<file path="src/dfdCfgPkg.sv">
// ******************************
// APB widths, register map offsets and
// CTRL field positions for the debugger
// ******************************

package dfdCfgPkg;

  // ******************************
  // APB bus
  // ******************************
  localparam int ApbAddrWidth = 12;
  localparam int ApbDataWidth = 32;

  // ******************************
  // Register map, byte offsets
  // ******************************
  localparam logic [ApbAddrWidth-1:0] RegCtrl       = 12'h000;
  localparam logic [ApbAddrWidth-1:0] RegStartMask  = 12'h004;
  localparam logic [ApbAddrWidth-1:0] RegStartValue = 12'h008;
  localparam logic [ApbAddrWidth-1:0] RegStopMask   = 12'h00C;
  localparam logic [ApbAddrWidth-1:0] RegStopValue  = 12'h010;
  // Read only
  localparam logic [ApbAddrWidth-1:0] RegDropCount  = 12'h014;
  localparam logic [ApbAddrWidth-1:0] RegTime       = 12'h018;

  // CTRL fields
  localparam int CtrlEnBit    = 0;
  localparam int CtrlSelLsb   = 1;
  localparam int CtrlSelWidth = 2;

endpackage

</file>
<file path="src/dfdTracePkg.sv">
// ******************************
// Debug bus and timestamp widths, output
// queue depth, packet kinds and the
// packet word union
// ******************************

package dfdTracePkg;

  localparam int HalfWidth   = 16;
  localparam int NumHalves   = 8;
  localparam int DbgBusWidth = 32;
  localparam int SelWidth    = 2;

  localparam int SeqWidth  = 7;
  localparam int TimeWidth = 39;
  localparam int PktWidth  = 40;

  // Entries in the trace output queue
  localparam int QueueDepth = 2;

  typedef enum logic {
    KindSample = 1'b0,
    KindTime   = 1'b1
  } pktKind_e;

  // Sample packet layout
  typedef struct packed {
    pktKind_e               kind;
    logic [SeqWidth-1:0]    seq;
    logic [DbgBusWidth-1:0] bus;
  } samplePkt_s;

  // Timestamp packet layout
  typedef struct packed {
    pktKind_e             kind;
    logic [TimeWidth-1:0] ts;
  } timePkt_s;

  // Kind sits in the top bit of both views
  typedef union packed {
    samplePkt_s smp;
    timePkt_s   stamp;
  } tracePkt_u;

endpackage

</file>
<file path="src/dfdRegs.sv">
// ******************************
// APB register block
// Offset decode, CTRL and match registers,
// read data mux and slave error
// ******************************

`timescale 1ns/1ps

module dfdRegs (
  input  logic                                  i_clk,
  input  logic                                  i_arstN,
  input  logic                                  i_psel,
  input  logic                                  i_penable,
  input  logic                                  i_pwrite,
  input  logic [dfdCfgPkg::ApbAddrWidth-1:0]    i_paddr,
  input  logic [dfdCfgPkg::ApbDataWidth-1:0]    i_pwdata,
  input  logic [dfdCfgPkg::ApbDataWidth-1:0]    i_dropCount,
  input  logic [dfdTracePkg::TimeWidth-1:0]     i_time,
  output logic                                  o_pready,
  output logic [dfdCfgPkg::ApbDataWidth-1:0]    o_prdata,
  output logic                                  o_pslverr,
  output logic                                  o_enable,
  output logic [dfdTracePkg::SelWidth-1:0]      o_muxSel,
  output logic [dfdTracePkg::DbgBusWidth-1:0]   o_startMask,
  output logic [dfdTracePkg::DbgBusWidth-1:0]   o_startValue,
  output logic [dfdTracePkg::DbgBusWidth-1:0]   o_stopMask,
  output logic [dfdTracePkg::DbgBusWidth-1:0]   o_stopValue
);

  import dfdCfgPkg::*;

  logic                    access;
  logic [ApbAddrWidth-1:0] regOff;
  logic                    mapped;
  logic                    readOnly;
  logic                    wrEn;

  // Zero wait states, so every access phase completes
  assign access   = i_psel & i_penable;
  assign o_pready = access;

  // Word offsets only
  assign regOff = {i_paddr[ApbAddrWidth-1:2], 2'b00};

  always_comb begin
    o_prdata = '0;
    mapped   = 1'b1;
    readOnly = 1'b0;
    case (regOff)
      RegCtrl: begin
        o_prdata[CtrlEnBit]                = o_enable;
        o_prdata[CtrlSelLsb+:CtrlSelWidth] = o_muxSel;
      end
      RegStartMask:  o_prdata = o_startMask;
      RegStartValue: o_prdata = o_startValue;
      RegStopMask:   o_prdata = o_stopMask;
      RegStopValue:  o_prdata = o_stopValue;
      RegDropCount: begin
        o_prdata = i_dropCount;
        readOnly = 1'b1;
      end
      RegTime: begin
        // Low word of the timestamp
        o_prdata = i_time[ApbDataWidth-1:0];
        readOnly = 1'b1;
      end
      default: mapped = 1'b0;
    endcase
  end

  assign o_pslverr = access & (~mapped | (i_pwrite & readOnly));
  assign wrEn      = access & i_pwrite & ~o_pslverr;

  always_ff @(posedge i_clk or negedge i_arstN) begin
    if (!i_arstN) begin
      o_enable     <= 1'b0;
      o_muxSel     <= '0;
      o_startMask  <= '0;
      o_startValue <= '0;
      o_stopMask   <= '0;
      o_stopValue  <= '0;
    end else if (wrEn) begin
      case (regOff)
        RegCtrl: begin
          o_enable <= i_pwdata[CtrlEnBit];
          o_muxSel <= i_pwdata[CtrlSelLsb+:CtrlSelWidth];
        end
        RegStartMask:  o_startMask  <= i_pwdata;
        RegStartValue: o_startValue <= i_pwdata;
        RegStopMask:   o_stopMask   <= i_pwdata;
        RegStopValue:  o_stopValue  <= i_pwdata;
        default: ;
      endcase
    end
  end

  aSlvErrInAccess: assert property (@(posedge i_clk) disable iff (!i_arstN)
    o_pslverr |-> o_pready);

endmodule

</file>
<file path="src/dfdAnalyzer.sv">
// ******************************
// Logic analyzer
// Debug mux, timestamp counter and
// masked start/stop trace control
// ******************************

`timescale 1ns/1ps

module dfdAnalyzer (
  input  logic                                i_clk,
  input  logic                                i_arstN,
  input  logic [dfdTracePkg::HalfWidth-1:0]   i_hw0,
  input  logic [dfdTracePkg::HalfWidth-1:0]   i_hw1,
  input  logic [dfdTracePkg::HalfWidth-1:0]   i_hw2,
  input  logic [dfdTracePkg::HalfWidth-1:0]   i_hw3,
  input  logic [dfdTracePkg::HalfWidth-1:0]   i_hw4,
  input  logic [dfdTracePkg::HalfWidth-1:0]   i_hw5,
  input  logic [dfdTracePkg::HalfWidth-1:0]   i_hw6,
  input  logic [dfdTracePkg::HalfWidth-1:0]   i_hw7,
  input  logic                                i_timeTick,
  input  logic                                i_enable,
  input  logic [dfdTracePkg::SelWidth-1:0]    i_muxSel,
  input  logic [dfdTracePkg::DbgBusWidth-1:0] i_startMask,
  input  logic [dfdTracePkg::DbgBusWidth-1:0] i_startValue,
  input  logic [dfdTracePkg::DbgBusWidth-1:0] i_stopMask,
  input  logic [dfdTracePkg::DbgBusWidth-1:0] i_stopValue,
  output logic [dfdTracePkg::DbgBusWidth-1:0] o_dbgBus,
  output logic [dfdTracePkg::TimeWidth-1:0]   o_time,
  output logic                                o_start,
  output logic                                o_tracing,
  output logic                                o_change
);

  import dfdTracePkg::*;

  logic [HalfWidth-1:0]   halves [NumHalves];
  logic [DbgBusWidth-1:0] prevBus;
  logic                   startMatch;
  logic                   stopMatch;

  assign halves[0] = i_hw0;
  assign halves[1] = i_hw1;
  assign halves[2] = i_hw2;
  assign halves[3] = i_hw3;
  assign halves[4] = i_hw4;
  assign halves[5] = i_hw5;
  assign halves[6] = i_hw6;
  assign halves[7] = i_hw7;

  // ******************************
  // Debug mux, pair 2s+1 : 2s
  // ******************************
  always_ff @(posedge i_clk) begin
    o_dbgBus <= {halves[{i_muxSel, 1'b1}], halves[{i_muxSel, 1'b0}]};
    prevBus  <= o_dbgBus;
  end

  assign o_change = o_tracing & (o_dbgBus != prevBus);

  // Masked compares against the registered bus
  assign startMatch = i_enable & ~o_tracing &
                      (((o_dbgBus ^ i_startValue) & i_startMask) == '0);
  assign stopMatch  = o_tracing & (((o_dbgBus ^ i_stopValue) & i_stopMask) == '0);

  always_ff @(posedge i_clk or negedge i_arstN) begin
    if (!i_arstN) begin
      o_tracing <= 1'b0;
      o_start   <= 1'b0;
      o_time    <= '0;
    end else begin
      o_start <= startMatch;
      if (!i_enable) begin
        o_tracing <= 1'b0;
      end else if (startMatch) begin
        o_tracing <= 1'b1;
      end else if (stopMatch) begin
        o_tracing <= 1'b0;
      end
      if (i_timeTick) begin
        o_time <= o_time + 1'b1;
      end
    end
  end

  aStartOnlyFromIdle: assert property (@(posedge i_clk) disable iff (!i_arstN)
    o_start |-> !$past(o_tracing));

endmodule

</file>
<file path="src/dfdTracePacker.sv">
// ******************************
// Trace packetizer
// Packet build, two-entry output queue,
// sequence numbering and drop counter
// ******************************

`timescale 1ns/1ps

module dfdTracePacker (
  input  logic                                i_clk,
  input  logic                                i_arstN,
  input  logic [dfdTracePkg::DbgBusWidth-1:0] i_dbgBus,
  input  logic [dfdTracePkg::TimeWidth-1:0]   i_time,
  input  logic                                i_start,
  input  logic                                i_change,
  input  logic                                i_pktReady,
  output logic                                o_pktValid,
  output logic [dfdTracePkg::PktWidth-1:0]    o_pktData,
  output logic [dfdCfgPkg::ApbDataWidth-1:0]  o_dropCount
);

  import dfdTracePkg::*;

  tracePkt_u                          pktNext;
  logic [PktWidth-1:0]                queue [QueueDepth];
  logic [$clog2(QueueDepth)-1:0]      wrPtr;
  logic [$clog2(QueueDepth)-1:0]      rdPtr;
  logic [$clog2(QueueDepth+1)-1:0]    count;
  logic [SeqWidth-1:0]                seqNum;
  logic                               push;
  logic                               pop;
  logic                               accept;
  logic                               drop;

  // Start wins over a change in the same cycle
  always_comb begin
    if (i_start) begin
      pktNext.stamp.kind = KindTime;
      pktNext.stamp.ts   = i_time;
    end else begin
      pktNext.smp.kind = KindSample;
      pktNext.smp.seq  = seqNum;
      pktNext.smp.bus  = i_dbgBus;
    end
  end

  assign push   = i_start | i_change;
  assign pop    = o_pktValid & i_pktReady;
  assign accept = push & (count != QueueDepth);
  assign drop   = push & (count == QueueDepth);

  assign o_pktValid = (count != '0);
  assign o_pktData  = queue[rdPtr];

  always_ff @(posedge i_clk) begin
    if (accept) begin
      queue[wrPtr] <= pktNext;
    end
  end

  always_ff @(posedge i_clk or negedge i_arstN) begin
    if (!i_arstN) begin
      wrPtr       <= '0;
      rdPtr       <= '0;
      count       <= '0;
      seqNum      <= '0;
      o_dropCount <= '0;
    end else begin
      if (accept) wrPtr <= wrPtr + 1'b1;
      if (pop) rdPtr <= rdPtr + 1'b1;
      case ({accept, pop})
        2'b10:   count <= count + 1'b1;
        2'b01:   count <= count - 1'b1;
        default: ;
      endcase
      // Dropped samples still consume a sequence number
      if (i_start) begin
        seqNum <= '0;
      end else if (i_change) begin
        seqNum <= seqNum + 1'b1;
      end
      if (drop && (o_dropCount != '1)) begin
        o_dropCount <= o_dropCount + 1'b1;
      end
    end
  end

  aHoldUnderStall: assert property (@(posedge i_clk) disable iff (!i_arstN)
    (o_pktValid && !i_pktReady) |=> (o_pktValid && $stable(o_pktData)));

endmodule

</file>
<file path="src/dfdTop.sv">
// ******************************
// Debugger top level
// Register block, analyzer and packetizer
// ******************************

`timescale 1ns/1ps

module dfdTop (
  input  logic                                i_clk,
  input  logic                                i_arstN,
  input  logic                                i_psel,
  input  logic                                i_penable,
  input  logic                                i_pwrite,
  input  logic [dfdCfgPkg::ApbAddrWidth-1:0]  i_paddr,
  input  logic [dfdCfgPkg::ApbDataWidth-1:0]  i_pwdata,
  output logic                                o_pready,
  output logic [dfdCfgPkg::ApbDataWidth-1:0]  o_prdata,
  output logic                                o_pslverr,
  input  logic [dfdTracePkg::HalfWidth-1:0]   i_hw0,
  input  logic [dfdTracePkg::HalfWidth-1:0]   i_hw1,
  input  logic [dfdTracePkg::HalfWidth-1:0]   i_hw2,
  input  logic [dfdTracePkg::HalfWidth-1:0]   i_hw3,
  input  logic [dfdTracePkg::HalfWidth-1:0]   i_hw4,
  input  logic [dfdTracePkg::HalfWidth-1:0]   i_hw5,
  input  logic [dfdTracePkg::HalfWidth-1:0]   i_hw6,
  input  logic [dfdTracePkg::HalfWidth-1:0]   i_hw7,
  input  logic                                i_timeTick,
  input  logic                                i_pktReady,
  output logic                                o_pktValid,
  output logic [dfdTracePkg::PktWidth-1:0]    o_pktData
);

  import dfdCfgPkg::*;
  import dfdTracePkg::*;

  logic                    enable;
  logic [SelWidth-1:0]     muxSel;
  logic [DbgBusWidth-1:0]  startMask;
  logic [DbgBusWidth-1:0]  startValue;
  logic [DbgBusWidth-1:0]  stopMask;
  logic [DbgBusWidth-1:0]  stopValue;
  logic [DbgBusWidth-1:0]  dbgBus;
  logic [TimeWidth-1:0]    timeStamp;
  logic                    start;
  logic                    change;
  logic [ApbDataWidth-1:0] dropCount;

  dfdRegs dfdRegs_i (
    .i_clk        (i_clk),
    .i_arstN      (i_arstN),
    .i_psel       (i_psel),
    .i_penable    (i_penable),
    .i_pwrite     (i_pwrite),
    .i_paddr      (i_paddr),
    .i_pwdata     (i_pwdata),
    .i_dropCount  (dropCount),
    .i_time       (timeStamp),
    .o_pready     (o_pready),
    .o_prdata     (o_prdata),
    .o_pslverr    (o_pslverr),
    .o_enable     (enable),
    .o_muxSel     (muxSel),
    .o_startMask  (startMask),
    .o_startValue (startValue),
    .o_stopMask   (stopMask),
    .o_stopValue  (stopValue)
  );

  // Tracing level is only observed inside the analyzer
  dfdAnalyzer dfdAnalyzer_i (
    .i_clk        (i_clk),
    .i_arstN      (i_arstN),
    .i_hw0        (i_hw0),
    .i_hw1        (i_hw1),
    .i_hw2        (i_hw2),
    .i_hw3        (i_hw3),
    .i_hw4        (i_hw4),
    .i_hw5        (i_hw5),
    .i_hw6        (i_hw6),
    .i_hw7        (i_hw7),
    .i_timeTick   (i_timeTick),
    .i_enable     (enable),
    .i_muxSel     (muxSel),
    .i_startMask  (startMask),
    .i_startValue (startValue),
    .i_stopMask   (stopMask),
    .i_stopValue  (stopValue),
    .o_dbgBus     (dbgBus),
    .o_time       (timeStamp),
    .o_start      (start),
    .o_tracing    (),
    .o_change     (change)
  );

  dfdTracePacker dfdTracePacker_i (
    .i_clk        (i_clk),
    .i_arstN      (i_arstN),
    .i_dbgBus     (dbgBus),
    .i_time       (timeStamp),
    .i_start      (start),
    .i_change     (change),
    .i_pktReady   (i_pktReady),
    .o_pktValid   (o_pktValid),
    .o_pktData    (o_pktData),
    .o_dropCount  (dropCount)
  );

endmodule

</file>
<file path="config.mk">
export PLATFORM = sky130hd
export DESIGN_NAME = dfdTop
export DESIGN_NICKNAME = d
export VERILOG_FILES = /design/src/dfdCfgPkg.sv /design/src/dfdTracePkg.sv /design/src/dfdRegs.sv /design/src/dfdAnalyzer.sv /design/src/dfdTracePacker.sv /design/src/dfdTop.sv
export SDC_FILE = /design/constraint.sdc
export NUM_CORES = 1
export LEC_CHECK = 0
export BUFFER_PORTS_ARGS = -buffer_cell sky130_fd_sc_hd__buf_2
export CORE_ASPECT_RATIO = 0.9
export CORE_UTILIZATION = 31
export CTS_CLUSTER_DIAMETER = 100
export DETAILED_ROUTE_END_ITERATION = 6
export HOLD_SLACK_MARGIN = 0.06
export PLACE_DENSITY = 0.57
export SYNTH_ARGS = -nofsm -noshare
export SYNTH_HDL_FRONTEND = slang
export SYNTH_SLANG_ARGS = --single-unit
</file>
<file path="constraint.sdc">
create_clock -name i_clk -period 3.8 [get_ports i_clk]
set_input_delay 0.57 -clock i_clk [delete_from_list [all_inputs] [get_ports i_clk]]
set_output_delay 0.57 -clock i_clk [all_outputs]
set_load 0.01 [all_outputs]
</file>
==> flow_summary.yaml <==
floorplanning:
  core_sq_um: 52200
  rows: 79
  start_util_pct: 31.7
  io_pins: 254
  die_area_sq_um: 54400
  die_w_um: 246
  dieHeight_um: 221
synthesis:
  synth_top_family_by_area: "multiplexers"
  synthAdderAreaFrac_pct: 0.363
  synth.area.top_cells: "dfrtp_1 (32%), edfxtp_1 (15%), mux2_2 (14%)"
  ys.flop_type: "dfrtp_1"
  synth_seq_area_share_pct: 54.7
  synthSimpleGateAreaFrac_pct: 8.67
  syn_inst: 1238
  synth_compound_area_share_pct: 6.70
  synth-seq-cells: 359
  syn_nets: 1421
  synth_edf_count: 80
  yosysTopAreaCell: "dfrtp_1"
  ys_types: 56
  synth-xor-area-share_pct: 8.94
  syn_avg_cell_area_sq_um: 13.4
  muxShareOfSynthArea_pct: 18.9
  netlist_area_sq_um: 16600
  yosys_warnings: 0
  synthArstFlopShare_pct: 59.9
  synth_top_area_share_pct: 32.5
sta:
  fin_crit_sh_pct: 83.0
  tns_ns: 0
  final_max_slew_viol_count: 0
  finalWorstSetupSlack_ns: 0.646
  worstMarginPinSlew_ns: 1.01
  finalHoldViolCount: 0
  period_minus_slack_ns: 3.15
  fin_skew_ns: 0.0224
  clock.fmax_ghz: 0.317
  holdWs_ns: 0.126
  maxSlewHeadroom_pct: 32.4
  rsz0062_at_grt: "no"
  setup_viol: 0
cells_and_area:
  layout.nets: 1688
  seq_area_sq_um: 9070
  drive_above_1_share_pct: 39.8
  finalNonFillerCells: 2229
  fill_cells: 5051
  multi_input_area_sq_um: 7270
  stdcell_area_sq_um: 20100
  syn_to_final_growth_pct: 21.1
clock_tree:
  cts_tree: "built"
  cts.hold.buffers_added: 0
  cts.sinks: 359
  cts_max_path_buffers: 3
  post-cts-setup-buffers: 0
  clk_pin_slew_worst_paths_ns: 0.06
  cts_made_buffers: 39
  cts-root-buf: "clkbuf_16"
  post_cts_resized: 0
  htreeDepth: 2
  clock_latency_ns: 0.55
global_routing:
  grt_max_degree: 101
  grt_pass1_vias: 11665
  grt_usage_pct: 18.9
  antenna_found_initial: 10
  grt_pass1_wl_mm: 76.4
  grt_remaining_overflow: 0
worst_setup_path:
  required_ns: 3.23
  arrival_ns: 2.58
  crit_type: "primary input to primary output"
  crit_path_end_kind: "primary output"
  cp_max_fo: 31
  start_kind: "primary input"
place:
  port_buffers: 251
  placed_cell_area_sq_um: 18800
  place_ws_ns: 0.681
  dp_cells: 2152
  dp_hpwl_mm: 37.2
  place.gp.congestion: 0.884
detailed_routing:
  routed_wirelength_mm: 52.0
  antenna_left: 0
  wire_per_inst_um: 23.3
  viasPerCell: 5.25
  first_pass_iters: 5
  num_vias: 11710
  drtIter0Drc: 967
  drc: 0
power_and_ir_drop:
  irDropWorstVdd_uv: 268
  total_leakage_power_nw: 8.98
  p_per_area_nw_per_um2: 440
run_status:
  status: "complete, no violations"
job:
  cap_violations: 0
hold_path:
  min_path_type: "primary input to async pin"
## routing by layer
| metal | GRT usage [%] | wire [um] | part of all wire (%) |
|---|---|---|---|
| met1 | 28.0 | 24300 | 47 |
| met2 | 27.8 | 22600 | 43 |
| met3 | 4.57 | 4280 | 8.2 |
| met4 | 3.89 | 807 | 1.6 |
| met5 | 0 | 40 | 0.077 |
## sequential cells by signal, summed over array words and instances (netlist names)
name and cells:
dfdAnalyzer_i.o_dbgBus 32, dfdAnalyzer_i.o_start 1, dfdAnalyzer_i.o_time 39, dfdAnalyzer_i.o_tracing 1, dfdAnalyzer_i.prevBus 32, dfdRegs_i.o_enable 1, dfdRegs_i.o_muxSel 2, dfdRegs_i.o_startMask 32
dfdRegs_i.o_startValue 32, dfdRegs_i.o_stopMask 32, dfdRegs_i.o_stopValue 32, dfdTracePacker_i.count 2, dfdTracePacker_i.o_dropCount 32, dfdTracePacker_i.queue 80, dfdTracePacker_i.rdPtr 1, dfdTracePacker_i.seqNum 7
dfdTracePacker_i.wrPtr 1
## critical path, stage by stage
cell and delay [ns]:
buf_2 0.10, nor4_2 0.32, nand3_1 0.32, nor3b_2 0.23, buf_4 0.45, a22oi_1 0.15
nand3_1 0.23, buf_2 0.18
## where the power goes
part | leakage [nW] | internal [mW] | switching, mW
Clock | 0.609 | 2.09 | 1.60
Combinational | 4.14 | 0.468 | 0.398
Sequential | 4.24 | 4.02 | 0.256
Total | 8.98 | 6.57 | 2.25
## final timing paths
| check | startpoint | end | slack [ns] | cells past startpoint |
|---|---|---|---|---|
| max | i_paddr[9] | o_prdata[21] | 0.65 | 8 |
| min | i_arstN | dfdRegs_i.o_muxSel[0]$_DFFE_PN0P_ | 0.13 | 1 |
| max reg2reg | dfdAnalyzer_i.o_dbgBus[5]$_DFF_P_ | dfdTracePacker_i.o_dropCount[16]$_DFFE_PN0P_ | 1.04 | 7 |
| min reg2reg | dfdAnalyzer_i.o_dbgBus[4]$_DFF_P_ | dfdAnalyzer_i.prevBus[4]$_DFF_P_ | 0.47 | 0 |
| max in group asynchronous | i_arstN | dfdRegs_i.o_stopValue[14]$_DFFE_PN0P_ | 2.63 | 2 |
| min in group i_clk | i_pwdata[29] | dfdRegs_i.o_stopValue[29]$_DFFE_PN0P_ | 0.28 | 2 |
## synth_stat cells, drive strengths merged, types with 5 or more instances
cell type,count
nand3,66
dfxtp,64
a21oi,5
and2,5
nor2b,8
dfrtp,215
nor4,29
nor3,16
nand4,30
xor2,133
edfxtp,80
xnor2,36
and3,13
a21o,5
clkbuf,34
a22oi,119
mux2,210
o21ai,5
buf,29
mux4,32
nand2,34
and4,8
nor2,20
## metrics by stage
step | power (mW) | util [%]
after floorplan | 4.71 | -
after global placement | 5.22 | 36.1
after detailed placement | 5.23 | 36.1
after CTS | 8.92 | 38.4
after global routing | 9.14 | 38.4
final | 8.82 | 38.4
## cell families (layout without fill, tap and decap cells)
logic type / count (synthesis) / count (layout)
compound gates: 148 / 148
xor+xnor: 169 / 169
fa+ha+maj: 5 / 5
buf+inv: 68 / 366
flops: 359 / 359
mux: 246 / 246
other cells: 0 / 5
simple gates: 243 / 243
## layout by cell type, fill, tap and decap left out, types with 6 or more instances in the layout
master	Yosys	layout
dfxtp_1	64	64
xnor2_1	36	36
clkbuf_8	0	6
edfxtp_1	80	80
nor2_1	19	14
buf_2	18	250
mux4_2	32	32
and3_1	13	13
xor2_1	133	133
dfrtp_1	215	211
nand3_1	66	66
mux2_2	200	200
clkinv_2	0	7
and4_1	7	7
nand2_1	34	34
mux2_1	10	10
nor4_1	25	25
nor3_1	15	14
clkbuf_16	0	39
clkbuf_1	34	11
nand4_1	28	28
a22oi_1	119	119
buf_4	3	34
nor2b_1	8	8
## layout make-up
cell class | instances | area share (%)
clock buffer | 55 | 5.41
timing repair buffer | 289 | 7.98
multi-input combinational | 811 | 36.3
clock inverter | 17 | 0.680
sequential | 359 | 45.2
antenna | 5 | 0.0624
tap | 688 | 4.29
inverter | 5 | 0.0936
No activity file was read; power rests on OpenSTA's default activity.
